==> src/logic/qspi_pkg.sv <==
// QSPI host shared types, bus mode encoding and per-mode lane helpers
`default_nettype none

package qspi_pkg;

    typedef logic [31:0] word_t;
    typedef logic [3:0]  lanes_t;
    typedef logic [5:0]  beat_count_t;

    // Mode encoding of the lane block
    typedef enum logic [1:0] {
        mode_single   = 2'b00,
        mode_dual     = 2'b01,
        mode_quad     = 2'b10,
        mode_reserved = 2'b11
    } bus_mode_e;

    typedef enum logic {
        dir_write = 1'b0,
        dir_read  = 1'b1
    } xfer_dir_e;

    // One transfer request, latched by the sequencer at start
    typedef struct packed {
        bus_mode_e mode;
        xfer_dir_e dir;
        word_t     tx_word;
    } xfer_req_t;

    // Pin side of the host
    typedef struct packed {
        logic   spi_clk;
        logic   cs_n;
        lanes_t lane_out;
        lanes_t lane_oe;
    } lane_bus_t;

    // Serial clock periods needed for one 32-bit word
    function automatic beat_count_t beats_per_word(bus_mode_e mode);
        case (mode)
            mode_dual: return beat_count_t'(16);
            mode_quad: return beat_count_t'(8);
            default:   return beat_count_t'(32);
        endcase
    endfunction

    // Host driven lanes; single mode is full duplex and always drives io0
    function automatic lanes_t lane_enables(bus_mode_e mode, xfer_dir_e dir);
        case (mode)
            mode_single: return 4'b0001;
            mode_dual:   return (dir == dir_write) ? 4'b0011 : 4'b0000;
            mode_quad:   return (dir == dir_write) ? 4'b1111 : 4'b0000;
            default:     return 4'b0000;
        endcase
    endfunction

endpackage

`default_nettype wire

==> src/logic/qspi_lane_io.sv <==
// QSPI lane interface: per-mode output enables, lane drive and packed lane capture
`timescale 1ns/1ps
`default_nettype none

module qspi_lane_io
    import qspi_pkg::*;
(
    input  wire logic      sck,
    input  wire logic      rst,
    input  wire xfer_req_t cur_req,
    input  wire logic      active,
    input  wire lanes_t    tx_lanes,
    input  wire logic      sample_stb,
    input  wire lanes_t    lane_in,
    output lanes_t         lane_out,
    output lanes_t         lane_oe,
    output lanes_t         cap_lanes,
    output logic           cap_valid
);

    lanes_t oe_q;

    // Direction follows mode and dir only while a transfer runs
    always_ff @(posedge sck) begin
        if (rst) begin
            oe_q <= '0;
        end else if (active) begin
            oe_q <= lane_enables(cur_req.mode, cur_req.dir);
        end else begin
            oe_q <= '0;
        end
    end

    assign lane_oe  = oe_q;
    // Undriven lanes read as zero
    assign lane_out = tx_lanes & oe_q;

    always_ff @(posedge sck) begin
        if (rst) begin
            cap_valid <= 1'b0;
        end else begin
            cap_valid <= sample_stb;
        end
    end

    // Capture packed so the valid bits sit low, io3 stays the top quad bit
    always_ff @(posedge sck) begin
        if (sample_stb) begin
            case (cur_req.mode)
                mode_single: cap_lanes <= {3'b000, lane_in[1]};
                mode_dual:   cap_lanes <= {2'b00, lane_in[1:0]};
                mode_quad:   cap_lanes <= lane_in;
                default:     cap_lanes <= '0;
            endcase
        end
    end

    // Enables are registered, so they clear one cycle after active drops
    a_no_oe_when_idle: assert property (
        @(posedge sck) disable iff (rst) !active |=> (lane_oe == '0)
    );

endmodule

`default_nettype wire

==> src/logic/qspi_shifter.sv <==
// QSPI shift engine: transmit and receive word registers stepping 1, 2 or 4 bits per beat
`timescale 1ns/1ps
`default_nettype none

module qspi_shifter
    import qspi_pkg::*;
(
    input  wire logic      sck,
    input  wire logic      rst,
    input  wire xfer_req_t cur_req,
    input  wire logic      start_load,
    input  wire logic      drive_stb,
    input  wire logic      cap_valid,
    input  wire lanes_t    cap_lanes,
    output lanes_t         tx_lanes,
    output word_t          rx_word
);

    word_t tx_sr;
    word_t rx_sr;
    word_t tx_src;

    // First drive of a transfer takes its bits straight from the request
    assign tx_src = start_load ? cur_req.tx_word : tx_sr;

    // MSB first; in dual and quad the highest lane carries the top bit
    always_ff @(posedge sck) begin
        if (start_load || drive_stb) begin
            case (cur_req.mode)
                mode_dual: begin
                    tx_lanes <= {2'b00, tx_src[31:30]};
                    tx_sr    <= {tx_src[29:0], 2'b00};
                end
                mode_quad: begin
                    tx_lanes <= tx_src[31:28];
                    tx_sr    <= {tx_src[27:0], 4'h0};
                end
                default: begin
                    tx_lanes <= {3'b000, tx_src[31]};
                    tx_sr    <= {tx_src[30:0], 1'b0};
                end
            endcase
        end
    end

    // Receive side, one capture per beat
    always_ff @(posedge sck) begin
        if (rst) begin
            rx_sr <= '0;
        end else if (start_load) begin
            rx_sr <= '0;
        end else if (cap_valid) begin
            case (cur_req.mode)
                mode_dual: rx_sr <= {rx_sr[29:0], cap_lanes[1:0]};
                mode_quad: rx_sr <= {rx_sr[27:0], cap_lanes};
                // Single mode captures io1, packed into bit 0
                default:   rx_sr <= {rx_sr[30:0], cap_lanes[0]};
            endcase
        end
    end

    assign rx_word = rx_sr;

    // The sequencer never accepts the reserved mode, so no beat arrives with it
    a_no_reserved_capture: assert property (
        @(posedge sck) disable iff (rst) cap_valid |-> (cur_req.mode != mode_reserved)
    );

endmodule

`default_nettype wire

==> src/logic/qspi_sequencer.sv <==
// QSPI transfer sequencer: FSM, serial clock divider, chip select and beat strobes
`timescale 1ns/1ps
`default_nettype none

module qspi_sequencer
    import qspi_pkg::*;
#(
    parameter int CLK_DIV = 2
) (
    input  wire logic      sck,
    input  wire logic      rst,
    input  wire logic      start,
    input  wire xfer_req_t req,
    output xfer_req_t      cur_req,
    output logic           busy,
    output logic           done,
    output logic           drive_stb,
    output logic           sample_stb,
    output logic           spi_clk,
    output logic           cs_n
);

    localparam int DIV_W = (CLK_DIV > 1) ? $clog2(CLK_DIV) : 1;

    typedef enum logic [1:0] {
        st_idle,
        st_run,
        st_finish
    } seq_state_e;

    seq_state_e       state;
    logic [DIV_W-1:0] div_cnt;
    beat_count_t      beat_cnt;
    beat_count_t      beat_total;
    logic             lead;
    logic             accept;
    logic             tick;
    logic             last_fall;

    assign accept     = start && (state == st_idle) && (req.mode != mode_reserved);
    assign beat_total = beats_per_word(cur_req.mode);

    // Half period boundary of spi_clk
    assign tick       = (state == st_run) && !lead && (div_cnt == DIV_W'(CLK_DIV - 1));
    assign last_fall  = tick && spi_clk && (beat_cnt == beat_total);

    // Drive on the lead cycle and on every falling edge except the closing one
    assign drive_stb  = ((state == st_run) && lead) || (tick && spi_clk && !last_fall);
    assign sample_stb = tick && !spi_clk;
    assign busy       = (state != st_idle);

    // done rises 2*CLK_DIV*beats + 4 edges after the edge that launched start
    always_ff @(posedge sck) begin
        if (rst) begin
            state    <= st_idle;
            cur_req  <= '0;
            div_cnt  <= '0;
            beat_cnt <= '0;
            lead     <= 1'b0;
            spi_clk  <= 1'b0;
            cs_n     <= 1'b1;
            done     <= 1'b0;
        end else begin
            done <= 1'b0;
            case (state)
                st_idle: begin
                    if (accept) begin
                        cur_req  <= req;
                        state    <= st_run;
                        lead     <= 1'b1;
                        div_cnt  <= '0;
                        beat_cnt <= '0;
                        cs_n     <= 1'b0;
                    end
                end
                st_run: begin
                    if (lead) begin
                        // First bits go out here, divider starts next cycle
                        lead <= 1'b0;
                    end else if (tick) begin
                        div_cnt <= '0;
                        if (last_fall) begin
                            spi_clk <= 1'b0;
                            cs_n    <= 1'b1;
                            state   <= st_finish;
                        end else begin
                            spi_clk <= !spi_clk;
                            if (!spi_clk) begin
                                beat_cnt <= beat_cnt + 1'b1;
                            end
                        end
                    end else begin
                        div_cnt <= div_cnt + 1'b1;
                    end
                end
                st_finish: begin
                    // Two cycle tail with cs_n high
                    div_cnt <= div_cnt + 1'b1;
                    if (div_cnt != '0) begin
                        done  <= 1'b1;
                        state <= st_idle;
                    end
                end
                default: begin
                    state <= st_idle;
                end
            endcase
        end
    end

    a_cs_high_in_idle: assert property (
        @(posedge sck) disable iff (rst) (state == st_idle) |-> cs_n
    );

endmodule

`default_nettype wire

==> src/logic/qspi_host.sv <==
// QSPI host top: sequencer, shift engine and lane interface for one-word transfers
`timescale 1ns/1ps
`default_nettype none

module qspi_host
    import qspi_pkg::*;
#(
    parameter int CLK_DIV = 2
) (
    input  wire logic      sck,
    input  wire logic      rst,
    input  wire logic      start,
    input  wire xfer_req_t req,
    output logic           busy,
    output logic           done,
    output word_t          rx_word,
    output logic           spi_clk,
    output logic           cs_n,
    output lanes_t         lane_out,
    output lanes_t         lane_oe,
    input  wire lanes_t    lane_in
);

    xfer_req_t cur_req;
    logic      drive_stb;
    logic      sample_stb;
    logic      start_load;
    logic      cap_valid;
    lanes_t    tx_lanes;
    lanes_t    cap_lanes;
    lane_bus_t pin_bus;

    // Only the lead drive of a transfer comes while spi_clk is low
    assign start_load = drive_stb & ~pin_bus.spi_clk;

    qspi_sequencer #(
        .CLK_DIV (CLK_DIV)
    ) u_sequencer (
        .sck        (sck),
        .rst        (rst),
        .start      (start),
        .req        (req),
        .cur_req    (cur_req),
        .busy       (busy),
        .done       (done),
        .drive_stb  (drive_stb),
        .sample_stb (sample_stb),
        .spi_clk    (pin_bus.spi_clk),
        .cs_n       (pin_bus.cs_n)
    );

    qspi_shifter u_shifter (
        .sck        (sck),
        .rst        (rst),
        .cur_req    (cur_req),
        .start_load (start_load),
        .drive_stb  (drive_stb),
        .cap_valid  (cap_valid),
        .cap_lanes  (cap_lanes),
        .tx_lanes   (tx_lanes),
        .rx_word    (rx_word)
    );

    qspi_lane_io u_lane_io (
        .sck        (sck),
        .rst        (rst),
        .cur_req    (cur_req),
        .active     (busy),
        .tx_lanes   (tx_lanes),
        .sample_stb (sample_stb),
        .lane_in    (lane_in),
        .lane_out   (pin_bus.lane_out),
        .lane_oe    (pin_bus.lane_oe),
        .cap_lanes  (cap_lanes),
        .cap_valid  (cap_valid)
    );

    assign spi_clk  = pin_bus.spi_clk;
    assign cs_n     = pin_bus.cs_n;
    assign lane_out = pin_bus.lane_out;
    assign lane_oe  = pin_bus.lane_oe;

endmodule

`default_nettype wire

==> config.mk <==
export PLATFORM = sky130hd
export DESIGN_NAME = qspi_host
export DESIGN_NICKNAME = d
export VERILOG_FILES = /design/src/logic/qspi_pkg.sv /design/src/logic/qspi_lane_io.sv /design/src/logic/qspi_shifter.sv /design/src/logic/qspi_sequencer.sv /design/src/logic/qspi_host.sv
export SDC_FILE = /design/constraint.sdc
export NUM_CORES = 1
export LEC_CHECK = 0
export ABC_CLOCK_PERIOD_IN_PS = 5100
export BUFFER_PORTS_ARGS = -buffer_cell sky130_fd_sc_hd__buf_4
export CORE_MARGIN = 4
export CORE_UTILIZATION = 35
export DETAILED_ROUTE_END_ITERATION = 8
export GPL_TIMING_DRIVEN = 1
export PLACE_DENSITY = 0.62
export SLEW_MARGIN = 0
export SYNTH_ARGS = -nofsm -noshare
export SYNTH_HDL_FRONTEND = slang
export SYNTH_SLANG_ARGS = --single-unit
==> constraint.sdc <==
create_clock -name sck -period 5.1 [get_ports sck]
set_input_delay 0.255 -clock sck [delete_from_list [all_inputs] [get_ports sck]]
set_output_delay 0.255 -clock sck [all_outputs]
set_load 0.005 [all_outputs]
### Yosys cells after proc, flatten, opt, wreduce, memory -nomap -nowiden

Cells that the tools add are included.

* mux-type cells: 33
* reduce and logical (&&, ||, !) cells: 29
* $add $sub $neg: 2
* bitwise gates (word level): 6
* equality and inequality tests: 13

Operators with widths (count)
* case mux 32 bit (2 select lines): 2
* two-way mux 32 bit: 1
* two-way mux 6 bit: 5
* case mux 4 bit (3 select lines): 2
* case mux 6 bit (2 select lines): 2
* two-way mux 2 bit: 6
* AND reduction 5 bit: 2
* logical AND 1 bit: 9
* two-way mux 1 bit: 9
* != test 2 x 1 -> 1 bit, second input constant: 4
* != test 2 bit, second input constant: 4
* case mux 4 bit (2 select lines): 1
* adder 6 x 1 -> 6 bit, second input constant: 1
* equality test 6 bit: 1
* case mux 2 bit (3 select lines): 1
* AND reduction 3 bit: 2
* AND reduction 6 bit: 1
* OR reduction 2 bit: 3
* AND 4 bit: 1
* equality test 2 x 1 -> 1 bit, second input constant: 2
* equality test 2 bit, second input constant: 2
* zero test 2 bit: 2
* two-way mux 4 bit: 1
* NOT 1 bit: 4
* other kinds (9): 15

* register bits: 125
* output and inout bits: 44
* input bits: 42
* word-level logic and storage cells: 99

### Logic depth before layout (Yosys ltp)

Gate-level depths: netlist of run 1.

* depth after elaboration: 11
* gate-level depth with buffers: 8
* mapped depth without buffers: 6

### Cells and area by module

From an unflattened synthesis of run 1, not the netlist that was laid out.

* cells, all modules: 651
* area total of the unflattened synthesis: 6222.2 µm²

Modules (own cells, without submodules)
* qspi_shifter: cells each 370, area an instance 3796.1 µm², instances 1, seq. area each 1691.6 µm²
* qspi_sequencer: cells each 254, area an instance 2069.5 µm², instances 1, seq. area each 960.9 µm²
* qspi_lane_io: cells each 26, area an instance 342.8 µm², instances 1, seq. area each 200.2 µm²
* qspi_host: cells each 1, area an instance 13.8 µm², instances 1, seq. area each 0.0 µm²

### Worst setup path before layout of run 1

OpenSTA, ideal clock, no wires.

* kind: register to register
* start: register u_sequencer.cur_req[33] (netlist name)
* end: register u_shifter.tx_lanes[0], enable pin
* arrival: 3629 ps
* slack: 995 ps
* buffers on the path: 1
* clock period less this slack: 4105 ps
* cell stages (with the launch flop): 7
* library setup time: 476 ps
* required time: 4624 ps
* cells stage by stage: dfxtp_1 -> inv_1 -> ha_1 -> clkbuf_1 -> xnor2_1 -> nor4_1 -> o21ai_0

* longest elaborated chain between the ends: 9
* elaborated cells between the ends (all ways): 10
* classes of those cells: eq/ne: 3; mux: 1; bitwise: 1; reduce/logical: 5

RTL lines
* equality test 2 bit or equality test 2 x 1 -> 1 bit (tied branches): RTL line qspi_pkg.sv:40 `case (mode)`
* case mux 6 bit (2 select lines) *: RTL line qspi_pkg.sv:40
* equality test 6 bit *: RTL line qspi_sequencer.sv:45 `assign last_fall = tick && spi_clk && (beat_cnt == beat_total);`
* logical AND 1 bit *: RTL line qspi_sequencer.sv:45
* zero test 1 bit *: RTL line qspi_sequencer.sv:48 `assign drive_stb = ((state == st_run) && lead) || (tick && spi_clk && !last_fall);`
* logical AND 1 bit *: RTL line qspi_sequencer.sv:48
* logical OR 1 bit *: RTL line qspi_sequencer.sv:48
* AND 1 bit: RTL line qspi_host.sv:34 `assign start_load = drive_stb & ~pin_bus.spi_clk;`
* logical OR 1 bit *: RTL line qspi_shifter.sv:28 `if (start_load || drive_stb) begin`
* end signal, assigned: RTL line qspi_shifter.sv:31 `tx_lanes <= {2'b00, tx_src[31:30]};`
* end signal, assigned: RTL line qspi_shifter.sv:35 `tx_lanes <= tx_src[31:28];`
* end signal, assigned: RTL line qspi_shifter.sv:39 `tx_lanes <= {3'b000, tx_src[31]};`
* end, declared: RTL line qspi_shifter.sv:15 `output lanes_t tx_lanes,`

Every way passes the cells marked *; elsewhere a longest branch is shown, timed or not.
A chain may end at the register's enable or synchronous reset.

### Worst setup path after layout of run 1

* start: register u_sequencer.cur_req[33] (netlist name)
* end: register u_shifter.tx_sr[5], enable pin

* longest elaborated chain between the ends: 9
* elaborated cells between the ends (all ways): 10
* classes of those cells: eq/ne: 3; mux: 1; bitwise: 1; reduce/logical: 5

RTL lines
* equality test 2 bit or equality test 2 x 1 -> 1 bit (tied branches): RTL line qspi_pkg.sv:40
* case mux 6 bit (2 select lines) *: RTL line qspi_pkg.sv:40
* equality test 6 bit *: RTL line qspi_sequencer.sv:45
* logical AND 1 bit *: RTL line qspi_sequencer.sv:45
* zero test 1 bit *: RTL line qspi_sequencer.sv:48
* logical AND 1 bit *: RTL line qspi_sequencer.sv:48
* logical OR 1 bit *: RTL line qspi_sequencer.sv:48
* AND 1 bit: RTL line qspi_host.sv:34
* logical OR 1 bit *: RTL line qspi_shifter.sv:28
* end signal, assigned: RTL line qspi_shifter.sv:32 `tx_sr <= {tx_src[29:0], 2'b00};`
* end signal, assigned: RTL line qspi_shifter.sv:36 `tx_sr <= {tx_src[27:0], 4'h0};`
* end signal, assigned: RTL line qspi_shifter.sv:40 `tx_sr <= {tx_src[30:0], 1'b0};`
* end, declared: RTL line qspi_shifter.sv:19 `word_t tx_sr;`

Marks and branches as above.

==> impl_table.tex, run 1 <==
\begin{tabular}{lr}
\hline
Metric & Value \\
\hline
\multicolumn{2}{l}{\textbf{Drt}} \\
\quad First-pass iteration count of the detailed router & 5 \\
\quad Count of vias placed by the detailed router & $\sim$5000 \\
\quad Drt initial violations & around 370 \\
\quad Average via count per standard cell & 5.10 \\
\quad Total wirelength of the detailed-routed design & roughly 14000 um \\
\quad DRC violation count after routing & 0 \\
\quad Wire length per cell & approximately 15 um \\
\quad Final ANT Viol Nets & 0 \\
\multicolumn{2}{l}{\textbf{Yosys}} \\
\quad Count of unique library cells instantiated by Yosys & 47 \\
\quad Number of register bits inferred by synthesis & approximately 120 \\
\quad Fraction of synthesis flops using an asynchronous set or reset pin & 0\% \\
\quad Combined area of all synthesized cells & 6130 sq um \\
\quad Count of synthesis-stage warnings from yosys & 0 \\
\quad Leading register cell type out of synthesis & sky130\_fd\_sc\_hd\_\_dfxtp\_1 \\
\quad Share of the yosys chip area belonging to registers & a little under half \\
\quad Post-synth EDFFs & 39 \\
\quad Syn\_nets & about 740 \\
\quad Mean instance size in the synthesized netlist & 8.96 sq um \\
\quad Number of standard cells after synthesis & 684 \\
\multicolumn{2}{l}{\textbf{Global routing}} \\
\quad Total grt overflow & 0 \\
\quad Global-route wire length before repair & 23800 um \\
\quad Number of global-route vias before repair & about 4600 \\
\quad Total track usage & approximately 15\% \\
\quad Maximum number of pins on one net before global-route repair & 88 \\
\quad Initial antenna violation count & 0 \\
\multicolumn{2}{l}{\textbf{Layout}} \\
\quad Total number of nets in the final design & around 800 \\
\quad Number of antenna diodes & 0 \\
\quad Core utilization of the finished layout & 43.1\% \\
\quad Synth-to-layout area growth & 21.1\% \\
\quad Share of post-route cells with drive strength above 1 & roughly a fifth \\
\quad Fin area & about 7400 sq um \\
\multicolumn{2}{l}{\textbf{Timing}} \\
\quad Setup clock skew after layout & between 0.007 and 0.008 ns \\
\quad Transition at the pin with the smallest max-transition slack & around 1.1 ns \\
\quad Post-route minimum period & about 2.8 ns \\
\quad Total count of hold-check failures in the final report & 0 \\
\quad RSZ-0062 raised after global routing & false \\
\quad Crit share post-route & a little over half \\
\quad Accumulated negative setup slack & 0 ns \\
\quad Final number of max-transition violations & 0 \\
\quad Normalized max-slew margin & a little under a quarter \\
\quad Hold Slack & 0.0889 ns \\
\quad Maximum clock frequency & roughly 0.36 GHz \\
\quad Final count of negative-setup-slack endpoints & 0 \\
\quad Final worst slack & around 2.3 ns \\
\multicolumn{2}{l}{\textbf{Clocking}} \\
\quad Root buf cell & sky130\_fd\_sc\_hd\_\_clkbuf\_16 \\
\quad Sink count of the clock tree & 123 \\
\quad CTS resizes & 0 \\
\quad Clock transition at the register clock pins on the worst setup and hold paths after CTS & about 0.050 ns \\
\quad TritonCTS Buffers & 17 \\
\quad Post-CTS setup buffers & 0 \\
\quad Count of hold buffers inserted by post-cts repair & 0 \\
\quad Number of H-tree levels & 4 \\
\quad Clock tree from TritonCTS & yes \\
\quad CTS Buffer Depth & 2 \\
\quad Worst-Skew Late Latency & roughly 0.41 ns \\
\multicolumn{2}{l}{\textbf{Worst setup path}} \\
\quad Number of buffers and inverters on the critical path & 2 \\
\quad Stage delay of the slowest cell on the critical path & 0.90 ns \\
\quad Crit path max-delay family & adder cells \\
\quad Slowest cell on the critical path & sky130\_fd\_sc\_hd\_\_ha\_1 \\
\quad Reg2reg setup slack & between 2 and 2.5 ns \\
\quad Number of cells on the critical path & 6 \\
\quad CP Capture Type & flip-flop \\
\quad Cell Chain, Critical Path & inv\_1 -> ha\_1 -> xor2\_1 -> nor4\_1 -> o21ai\_2 -> buf\_4 \\
\quad Crit path max fanout & 35 \\
\quad Worst reg2reg path depth & 6 \\
\quad Kind of start point of the critical path & flip-flop \\
\quad Class of the most critical setup path & flip-flop to flip-flop \\
\quad Reg-to-reg endpoint & u\_shifter.tx\_sr[5] \\
\quad Critical path data required time & around 5.2 ns \\
\quad Startpoint of the worst register-to-register path & u\_sequencer.cur\_req[33] \\
\quad Signal arrival time at the worst endpoint & between 2 and 3 ns \\
\multicolumn{2}{l}{\textbf{Place}} \\
\quad Routability-driven placement congestion ratio & approximately 0.79 \\
\quad Worst setup slack before clock tree synthesis & 2.38 ns \\
\quad I/O Buffers & 85 \\
\quad Area after DPL & between 6000 and 7000 sq um \\
\quad HPWL after detailed placement & 9500 um \\
\multicolumn{2}{l}{\textbf{Pwr}} \\
\quad Leakage component of the power & $\sim$2.8 nW \\
\quad Pwr dens & approximately 430 nW/um\^{}2 \\
\quad Proportion of power drawn by the clock network & 36.3\% \\
\quad Combinational power share & between 20\% and 30\% \\
\quad Cell-internal power & roughly 2.2 mW \\
\quad P\_sw & about 1 mW \\
\quad Maximum resistive drop on vdd & 0.000236 V \\
\quad Part of the power in registers & a little under two fifths \\
\quad Switch share & 31.2\% \\
\multicolumn{2}{l}{\textbf{Worst hold path}} \\
\quad Startpoint of the worst hold path & req[20] \\
\quad End point of the most critical hold path & u\_sequencer.cur\_req[20] \\
\quad Classification of the worst-slack hold path & input port to flip-flop \\
\quad WHS Path Cells & 3 \\
\multicolumn{2}{l}{\textbf{Die}} \\
\quad Core Box Area & approximately 17000 sq um \\
\quad Initial standard-cell utilization of the core & between 30 and 40\% \\
\quad Die span in x & around 140 um \\
\quad Std-Cell Rows & 48 \\
\quad IO Pins & 86 \\
\quad Floorplan die area & around 20000 sq um \\
\quad Overall die height & about 140 um \\
\multicolumn{2}{l}{\textbf{Flow run}} \\
\quad Max Cap Violations & 0 \\
\multicolumn{2}{l}{\textbf{Status}} \\
\quad Outcome & completed \\
\hline
\end{tabular}
==> power groups by stage <==
stage	Clock [mW]	Combinational, mW	Sequential [mW]
floorplan	0	0.660	1.18
global placement	0	0.815	1.20
detailed placement	0	0.826	1.21
CTS	1.17	0.829	1.19
global route	1.21	0.937	1.20
finish	1.15	0.823	1.19
==> routing by layer <==
layer	wire length (um)	vias up	GRT usage, %
met1	6920	2335	21.2
met3	631	18	3.65
met5	0	-	0
li1	-	2529	-
met2	6650	109	21.6
met4	242	0	4.90
==> per-stage QoR <==
stage / total power, mW / std cells
after floorplan: 1.84 / 684
after global placement: 2.02 / 946
after detailed placement: 2.03 / 946
after CTS: 3.18 / 978
after global routing: 3.35 / 978
final: 3.16 / 978
==> area by class of cell <==
type	instances	area, sq um
inverter	12	45.0
tap	225	282
multi-input combinational	494	2990
clock buffer	22	464
sequential	123	2850
timing repair buffer	92	691
fill	1677	9820
clock inverter	10	100
==> worst max path at each step <==
stage / startpoint / slack, ns / end
global route: u_sequencer.cur_req[33] / 2.12 / u_shifter.tx_sr[25]
floorplan: u_sequencer.cur_req[33] / 1.0 / u_shifter.tx_lanes[0]
global placement: u_sequencer.cur_req[33] / 2.45 / u_shifter.tx_sr[16]
CTS: u_sequencer.cur_req[33] / 2.38 / u_shifter.tx_sr[24]
finish: u_sequencer.cur_req[33] / 2.35 / u_shifter.tx_sr[5]
detailed placement: u_sequencer.cur_req[33] / 2.38 / u_shifter.tx_sr[16]
==> kinds of logic after synthesis <==
family                   synth area share [%]
buffers and inverters                    4.88
adder cells (fa/ha/maj)                  2.65
AO/OA/AOI/OAI                            17.2
flip-flops                               46.5
AND/OR/NAND/NOR                          16.8
multiplexers                             11.4
XOR/XNOR                                0.572
==> state kept, by name (all words and copies together) (netlist names) <==
register and flops:
u_sequencer.beat_cnt 6, u_sequencer.spi_clk 1, u_sequencer.cs_n 1, u_sequencer.state 2, u_sequencer.done 1, u_lane_io.cap_lanes 4
u_shifter.tx_lanes 4, u_shifter.rx_word 32, u_lane_io.cap_valid 1, u_sequencer.cur_req 35, u_lane_io.lane_oe 3, u_shifter.tx_sr 31
u_sequencer.lead 1, u_sequencer.div_cnt 1
==> cell usage in the layout, fill, tap and decap left out, types with 7 or more instances in the layout <==
cell type	synthesis	layout
sky130_fd_sc_hd__and2_1	7	7
sky130_fd_sc_hd__mux2_2	28	28
sky130_fd_sc_hd__clkbuf_16	0	17
sky130_fd_sc_hd__edfxtp_1	39	39
sky130_fd_sc_hd__a21oi_1	75	75
sky130_fd_sc_hd__dfxtp_1	84	83
sky130_fd_sc_hd__buf_4	2	92
sky130_fd_sc_hd__mux2i_1	38	38
sky130_fd_sc_hd__nand2b_1	8	8
sky130_fd_sc_hd__a221oi_1	27	27
sky130_fd_sc_hd__nand2_1	79	79
sky130_fd_sc_hd__inv_1	11	11
sky130_fd_sc_hd__nor2_1	133	133
sky130_fd_sc_hd__a22oi_1	31	31
sky130_fd_sc_hd__ha_1	13	11
==> synth_stat cells (7+ instances only) <==
cell | number | area share [%]
sky130_fd_sc_hd__dfxtp_1 | 84 | 27
sky130_fd_sc_hd__clkbuf_1 | 43 | 2.6
sky130_fd_sc_hd__o21ai_0 | 7 | 0.57
sky130_fd_sc_hd__mux2_2 | 28 | 5.1
sky130_fd_sc_hd__a221oi_1 | 27 | 3.9
sky130_fd_sc_hd__ha_1 | 13 | 2.7
sky130_fd_sc_hd__a21oi_1 | 75 | 6.1
sky130_fd_sc_hd__and2_1 | 7 | 0.71
sky130_fd_sc_hd__inv_1 | 11 | 0.67
sky130_fd_sc_hd__a22oi_1 | 31 | 3.8
sky130_fd_sc_hd__nor2_1 | 133 | 8.1
sky130_fd_sc_hd__edfxtp_1 | 39 | 19
sky130_fd_sc_hd__nand2b_1 | 8 | 0.82
sky130_fd_sc_hd__mux2i_1 | 38 | 6.2
sky130_fd_sc_hd__nand2_1 | 79 | 4.8
==> tightest hold or removal path, delay by kind of cell <==
kind,cells,cell delay (ns)
compound gates,1,0.05
simple gates,1,0.04
buf+inv,1,0.10
Power figures use the tool's default switching activity.
==> inputs of run 2 (changes only) <==
--- a/config.mk
+++ b/config.mk
@@ -5,13 +5,13 @@
 export SDC_FILE = /design/constraint.sdc
 export NUM_CORES = 1
 export LEC_CHECK = 0
-export ABC_CLOCK_PERIOD_IN_PS = 5100
+export ABC_CLOCK_PERIOD_IN_PS = 2400
 export BUFFER_PORTS_ARGS = -buffer_cell sky130_fd_sc_hd__buf_4
 export CORE_MARGIN = 4
 export CORE_UTILIZATION = 35
 export DETAILED_ROUTE_END_ITERATION = 8
 export GPL_TIMING_DRIVEN = 1
-export PLACE_DENSITY = 0.62
+export PLACE_DENSITY = 0.64
 export SLEW_MARGIN = 0
 export SYNTH_ARGS = -nofsm -noshare
 export SYNTH_HDL_FRONTEND = slang
==> constraint.sdc (replaced) <==
create_clock -name sck -period 2.4 [get_ports sck]
set_input_delay 0.12 -clock sck [delete_from_list [all_inputs] [get_ports sck]]
set_output_delay 0.12 -clock sck [all_outputs]
set_load 0.005 [all_outputs]
==> run 2 against run 1 <==
Net effect: worst setup slack worse by 2.1 ns; clock-buffer cell count is 1 lower; sequential power is 110% higher; total power is 120% higher; clock skew hardly changed; via count is 4.8% higher; core utilization is 2.6 points higher; routed wire length is 6.4% higher; flip-flop and latch count stayed put; largest power group unchanged; highest routed layer unchanged.
==> impl_table.tex, run 2 (synthesis results as in run 1) <==
\begin{tabular}{lr}
\hline
Metric & Value \\
\hline
\multicolumn{2}{l}{\textbf{Status}} \\
\quad Outcome & completed \\
\multicolumn{2}{l}{\textbf{Clocking}} \\
\quad Number of H-tree levels & 4 (unchanged) \\
\quad CTS Buffer Depth & 2 (unchanged) \\
\quad Worst-Skew Late Latency & 0.42 ns (about the same) \\
\quad TritonCTS Buffers & 17 (unchanged) \\
\quad Root buf cell & sky130\_fd\_sc\_hd\_\_clkbuf\_16 \\
\quad Clock tree from TritonCTS & yes \\
\quad Sink count of the clock tree & 123 (unchanged) \\
\quad CTS resizes & 0 (unchanged) \\
\quad Clock transition at the register clock pins on the worst setup and hold paths after CTS & 0.05 ns (about the same) \\
\multicolumn{2}{l}{\textbf{Place}} \\
\quad HPWL after detailed placement & 9760 um (+2.8\%) \\
\quad Area after DPL & 6980 sq um (+1.9\%) \\
\quad I/O Buffers & 85 (unchanged) \\
\quad Routability-driven placement congestion ratio & 0.799 (+1.0\%) \\
\multicolumn{2}{l}{\textbf{Drt}} \\
\quad Average via count per standard cell & 5.11 (+0.16\%) \\
\quad First-pass iteration count of the detailed router & 5 (unchanged) \\
\quad DRC violation count after routing & 0 (unchanged) \\
\quad Final ANT Viol Nets & 0 (unchanged) \\
\quad Total wirelength of the detailed-routed design & 15400 um (+6.4\%) \\
\quad Wire length per cell & 15.0 um (+1.7\%) \\
\quad Drt initial violations & 392 (+5.4\%) \\
\quad Count of vias placed by the detailed router & 5229 (+4.8\%) \\
\multicolumn{2}{l}{\textbf{Timing}} \\
\quad RSZ-0062 raised after global routing & false \\
\quad Final number of max-transition violations & 0 (unchanged) \\
\quad Crit share post-route & 88.0\% (+34 points) \\
\quad Final count of negative-setup-slack endpoints & 0 (unchanged) \\
\quad Normalized max-slew margin & 59.1\% (+35 points) \\
\quad Post-route minimum period & 2.11 ns (-0.640 ns) \\
\quad Setup clock skew after layout & 0.00713 ns (-0.000353 ns) \\
\quad Transition at the pin with the smallest max-transition slack & 0.610 ns (-0.532 ns) \\
\quad Total count of hold-check failures in the final report & 0 (unchanged) \\
\quad Maximum clock frequency & 0.473 GHz (+30\%) \\
\quad Accumulated negative setup slack & 0 ns (unchanged) \\
\multicolumn{2}{l}{\textbf{Layout}} \\
\quad Most frequent cells in the layout & sky130\_fd\_sc\_hd\_\_nor2\_1 (133), sky130\_fd\_sc\_hd\_\_buf\_4 (100), sky130\_fd\_sc\_hd\_\_dfxtp\_1 (83) \\
\quad Largest register FFs & 35 (unchanged) \\
\quad Total number of nets in the final design & 840 (+5.7\%) \\
\quad Synth-to-layout area growth & 28.5\% \\
\quad Fin area & 7880 sq um (+6.2\%) \\
\quad Most common cell after layout, fill and taps aside & sky130\_fd\_sc\_hd\_\_nor2\_1 \\
\quad Register with the most flip-flops & u\_sequencer.cur\_req \\
\quad Core utilization of the finished layout & 45.7\% (+2.6 points) \\
\quad Share of post-route cells with drive strength above 1 & 20.9\% (+0.21 points) \\
\quad Number of antenna diodes & 0 (unchanged) \\
\multicolumn{2}{l}{\textbf{Global routing}} \\
\quad Total track usage & 15.7\% (+0.98 points) \\
\quad Initial antenna violation count & 0 (unchanged) \\
\quad Maximum number of pins on one net before global-route repair & 62 (-30\%) \\
\quad Number of global-route vias before repair & 4902 (+6.3\%) \\
\quad Global-route wire length before repair & 25300 um (+6.4\%) \\
\quad Total grt overflow & 0 (unchanged) \\
\multicolumn{2}{l}{\textbf{Worst setup path}} \\
\quad Cell Chain, Critical Path & inv\_1 -> ha\_1 -> nand3b\_1 -> buf\_12 -> mux2\_2 -> a221oi\_1 -> nor2\_1 \\
\quad Number of buffers and inverters on the critical path & 2 (unchanged) \\
\quad CP Capture Type & flip-flop \\
\quad Crit path max fanout & 34 (-2.9\%) \\
\quad Crit path max-delay family & multiplexers \\
\quad Stage delay of the slowest cell on the critical path & 0.40 ns (-0.50 ns) \\
\quad Critical path data required time & 2.57 ns (-2.64 ns) \\
\quad Kind of start point of the critical path & flip-flop \\
\quad Slowest cell on the critical path & sky130\_fd\_sc\_hd\_\_mux2\_2 \\
\quad Signal arrival time at the worst endpoint & 2.28 ns (-0.59 ns) \\
\quad Class of the most critical setup path & flip-flop to flip-flop \\
\multicolumn{2}{l}{\textbf{Die}} \\
\quad Std-Cell Rows & 48 (unchanged) \\
\quad Core Box Area & 17200 sq um (unchanged) \\
\quad Die span in x & 140 um (unchanged) \\
\quad Floorplan die area & 19700 sq um (unchanged) \\
\quad Overall die height & 140 um (unchanged) \\
\quad IO Pins & 86 (unchanged) \\
\quad Initial standard-cell utilization of the core & 35.6\% (unchanged) \\
\multicolumn{2}{l}{\textbf{Pwr}} \\
\quad Pwr dens & 867 nW/um\^{}2 (+100\%) \\
\quad Maximum resistive drop on vdd & 0.000529 V (+120\%) \\
\quad Leakage component of the power & 2.97 nW (+7.7\%) \\
\quad Total power after layout & 6.83 mW (+120\%) \\
\multicolumn{2}{l}{\textbf{Flow run}} \\
\quad Max Cap Violations & 0 (unchanged) \\
\multicolumn{2}{l}{\textbf{Worst hold path}} \\
\quad Classification of the worst-slack hold path & input port to flip-flop \\
\hline
\end{tabular}
run 2: cell types whose count changed in the layout (fill, tap and decap cells not counted), sizes merged:
cell / before / now
clkbuf: 22 / 21
dlygate4sd3: 0 / 34
clkinvlp: 1 / 0
buf: 92 / 103
clkinv: 7 / 9
run 2: worst paths after layout:
kind / to / depth (start not counted) / slack [ns] / startpoint
max: u_shifter.tx_sr[23] / 7 / 0.29 / u_sequencer.state[1]
min: u_sequencer.cur_req[33] / 3 / 0.02 / req[33]
max reg2reg: u_shifter.tx_sr[23] / 7 / 0.29 / u_sequencer.state[1]
min reg2reg: u_sequencer.cur_req[15] / 2 / 0.45 / u_sequencer.cur_req[15]
run 2: routing by layer:
| metal | GRT usage [%] | part of all wire (%) | up-vias |
|---|---|---|---|
| met5 | 0 | 0 | - |
| met4 | 5.71 | 1.9 | 0 |
| met3 | 3.65 | 4.0 | 22 |
| met1 | 22.1 | 49 | 2471 |
| li1 | - | - | 2624 |
| met2 | 23.5 | 45 | 112 |
run 2: power by group:
group / internal, mW / leakage (nW) / switching, mW
combinational: 0.741 / 1.66 / 1.14
sequential: 2.40 / 1.04 / 0.118
clock: 1.53 / 0.279 / 0.901
run 2: final cells by class:
cell class	count	area [sq um]
clock buffers	21	450
clock inverters	11	103
fillers	1657	9360
inverters	12	45.0
multi-input cells	494	2990
flip-flops and latches	123	2850
well taps	225	282
repair buffers	137	1150
run 2: through the flow:
stage                     hold WS, ns  setup WS [ns]  std cells
after floorplan                 0.256          0.153        684
after global placement          0.374          0.348        957
after detailed placement        0.378          0.291        957
after CTS                     0.00360          0.286       1023
after global routing           0.0230          0.147       1023
final                          0.0189          0.288       1023
run 2: what timing repair did:
item,4_1_cts,5_1_grt
setup endpoints to repair,0,0
hold buffers,34,0
endpoints found under the hold margin,34,0
setup buffers,0,0
run 2: worst register-to-register path, delay by kind of cell (launching register included):
family	cells	cell delay [ns]
flops	1	0.38
buf+inv	2	0.34
simple gates	2	0.20
compound gates	1	0.33
mux	1	0.41
fa+ha+maj	1	0.20
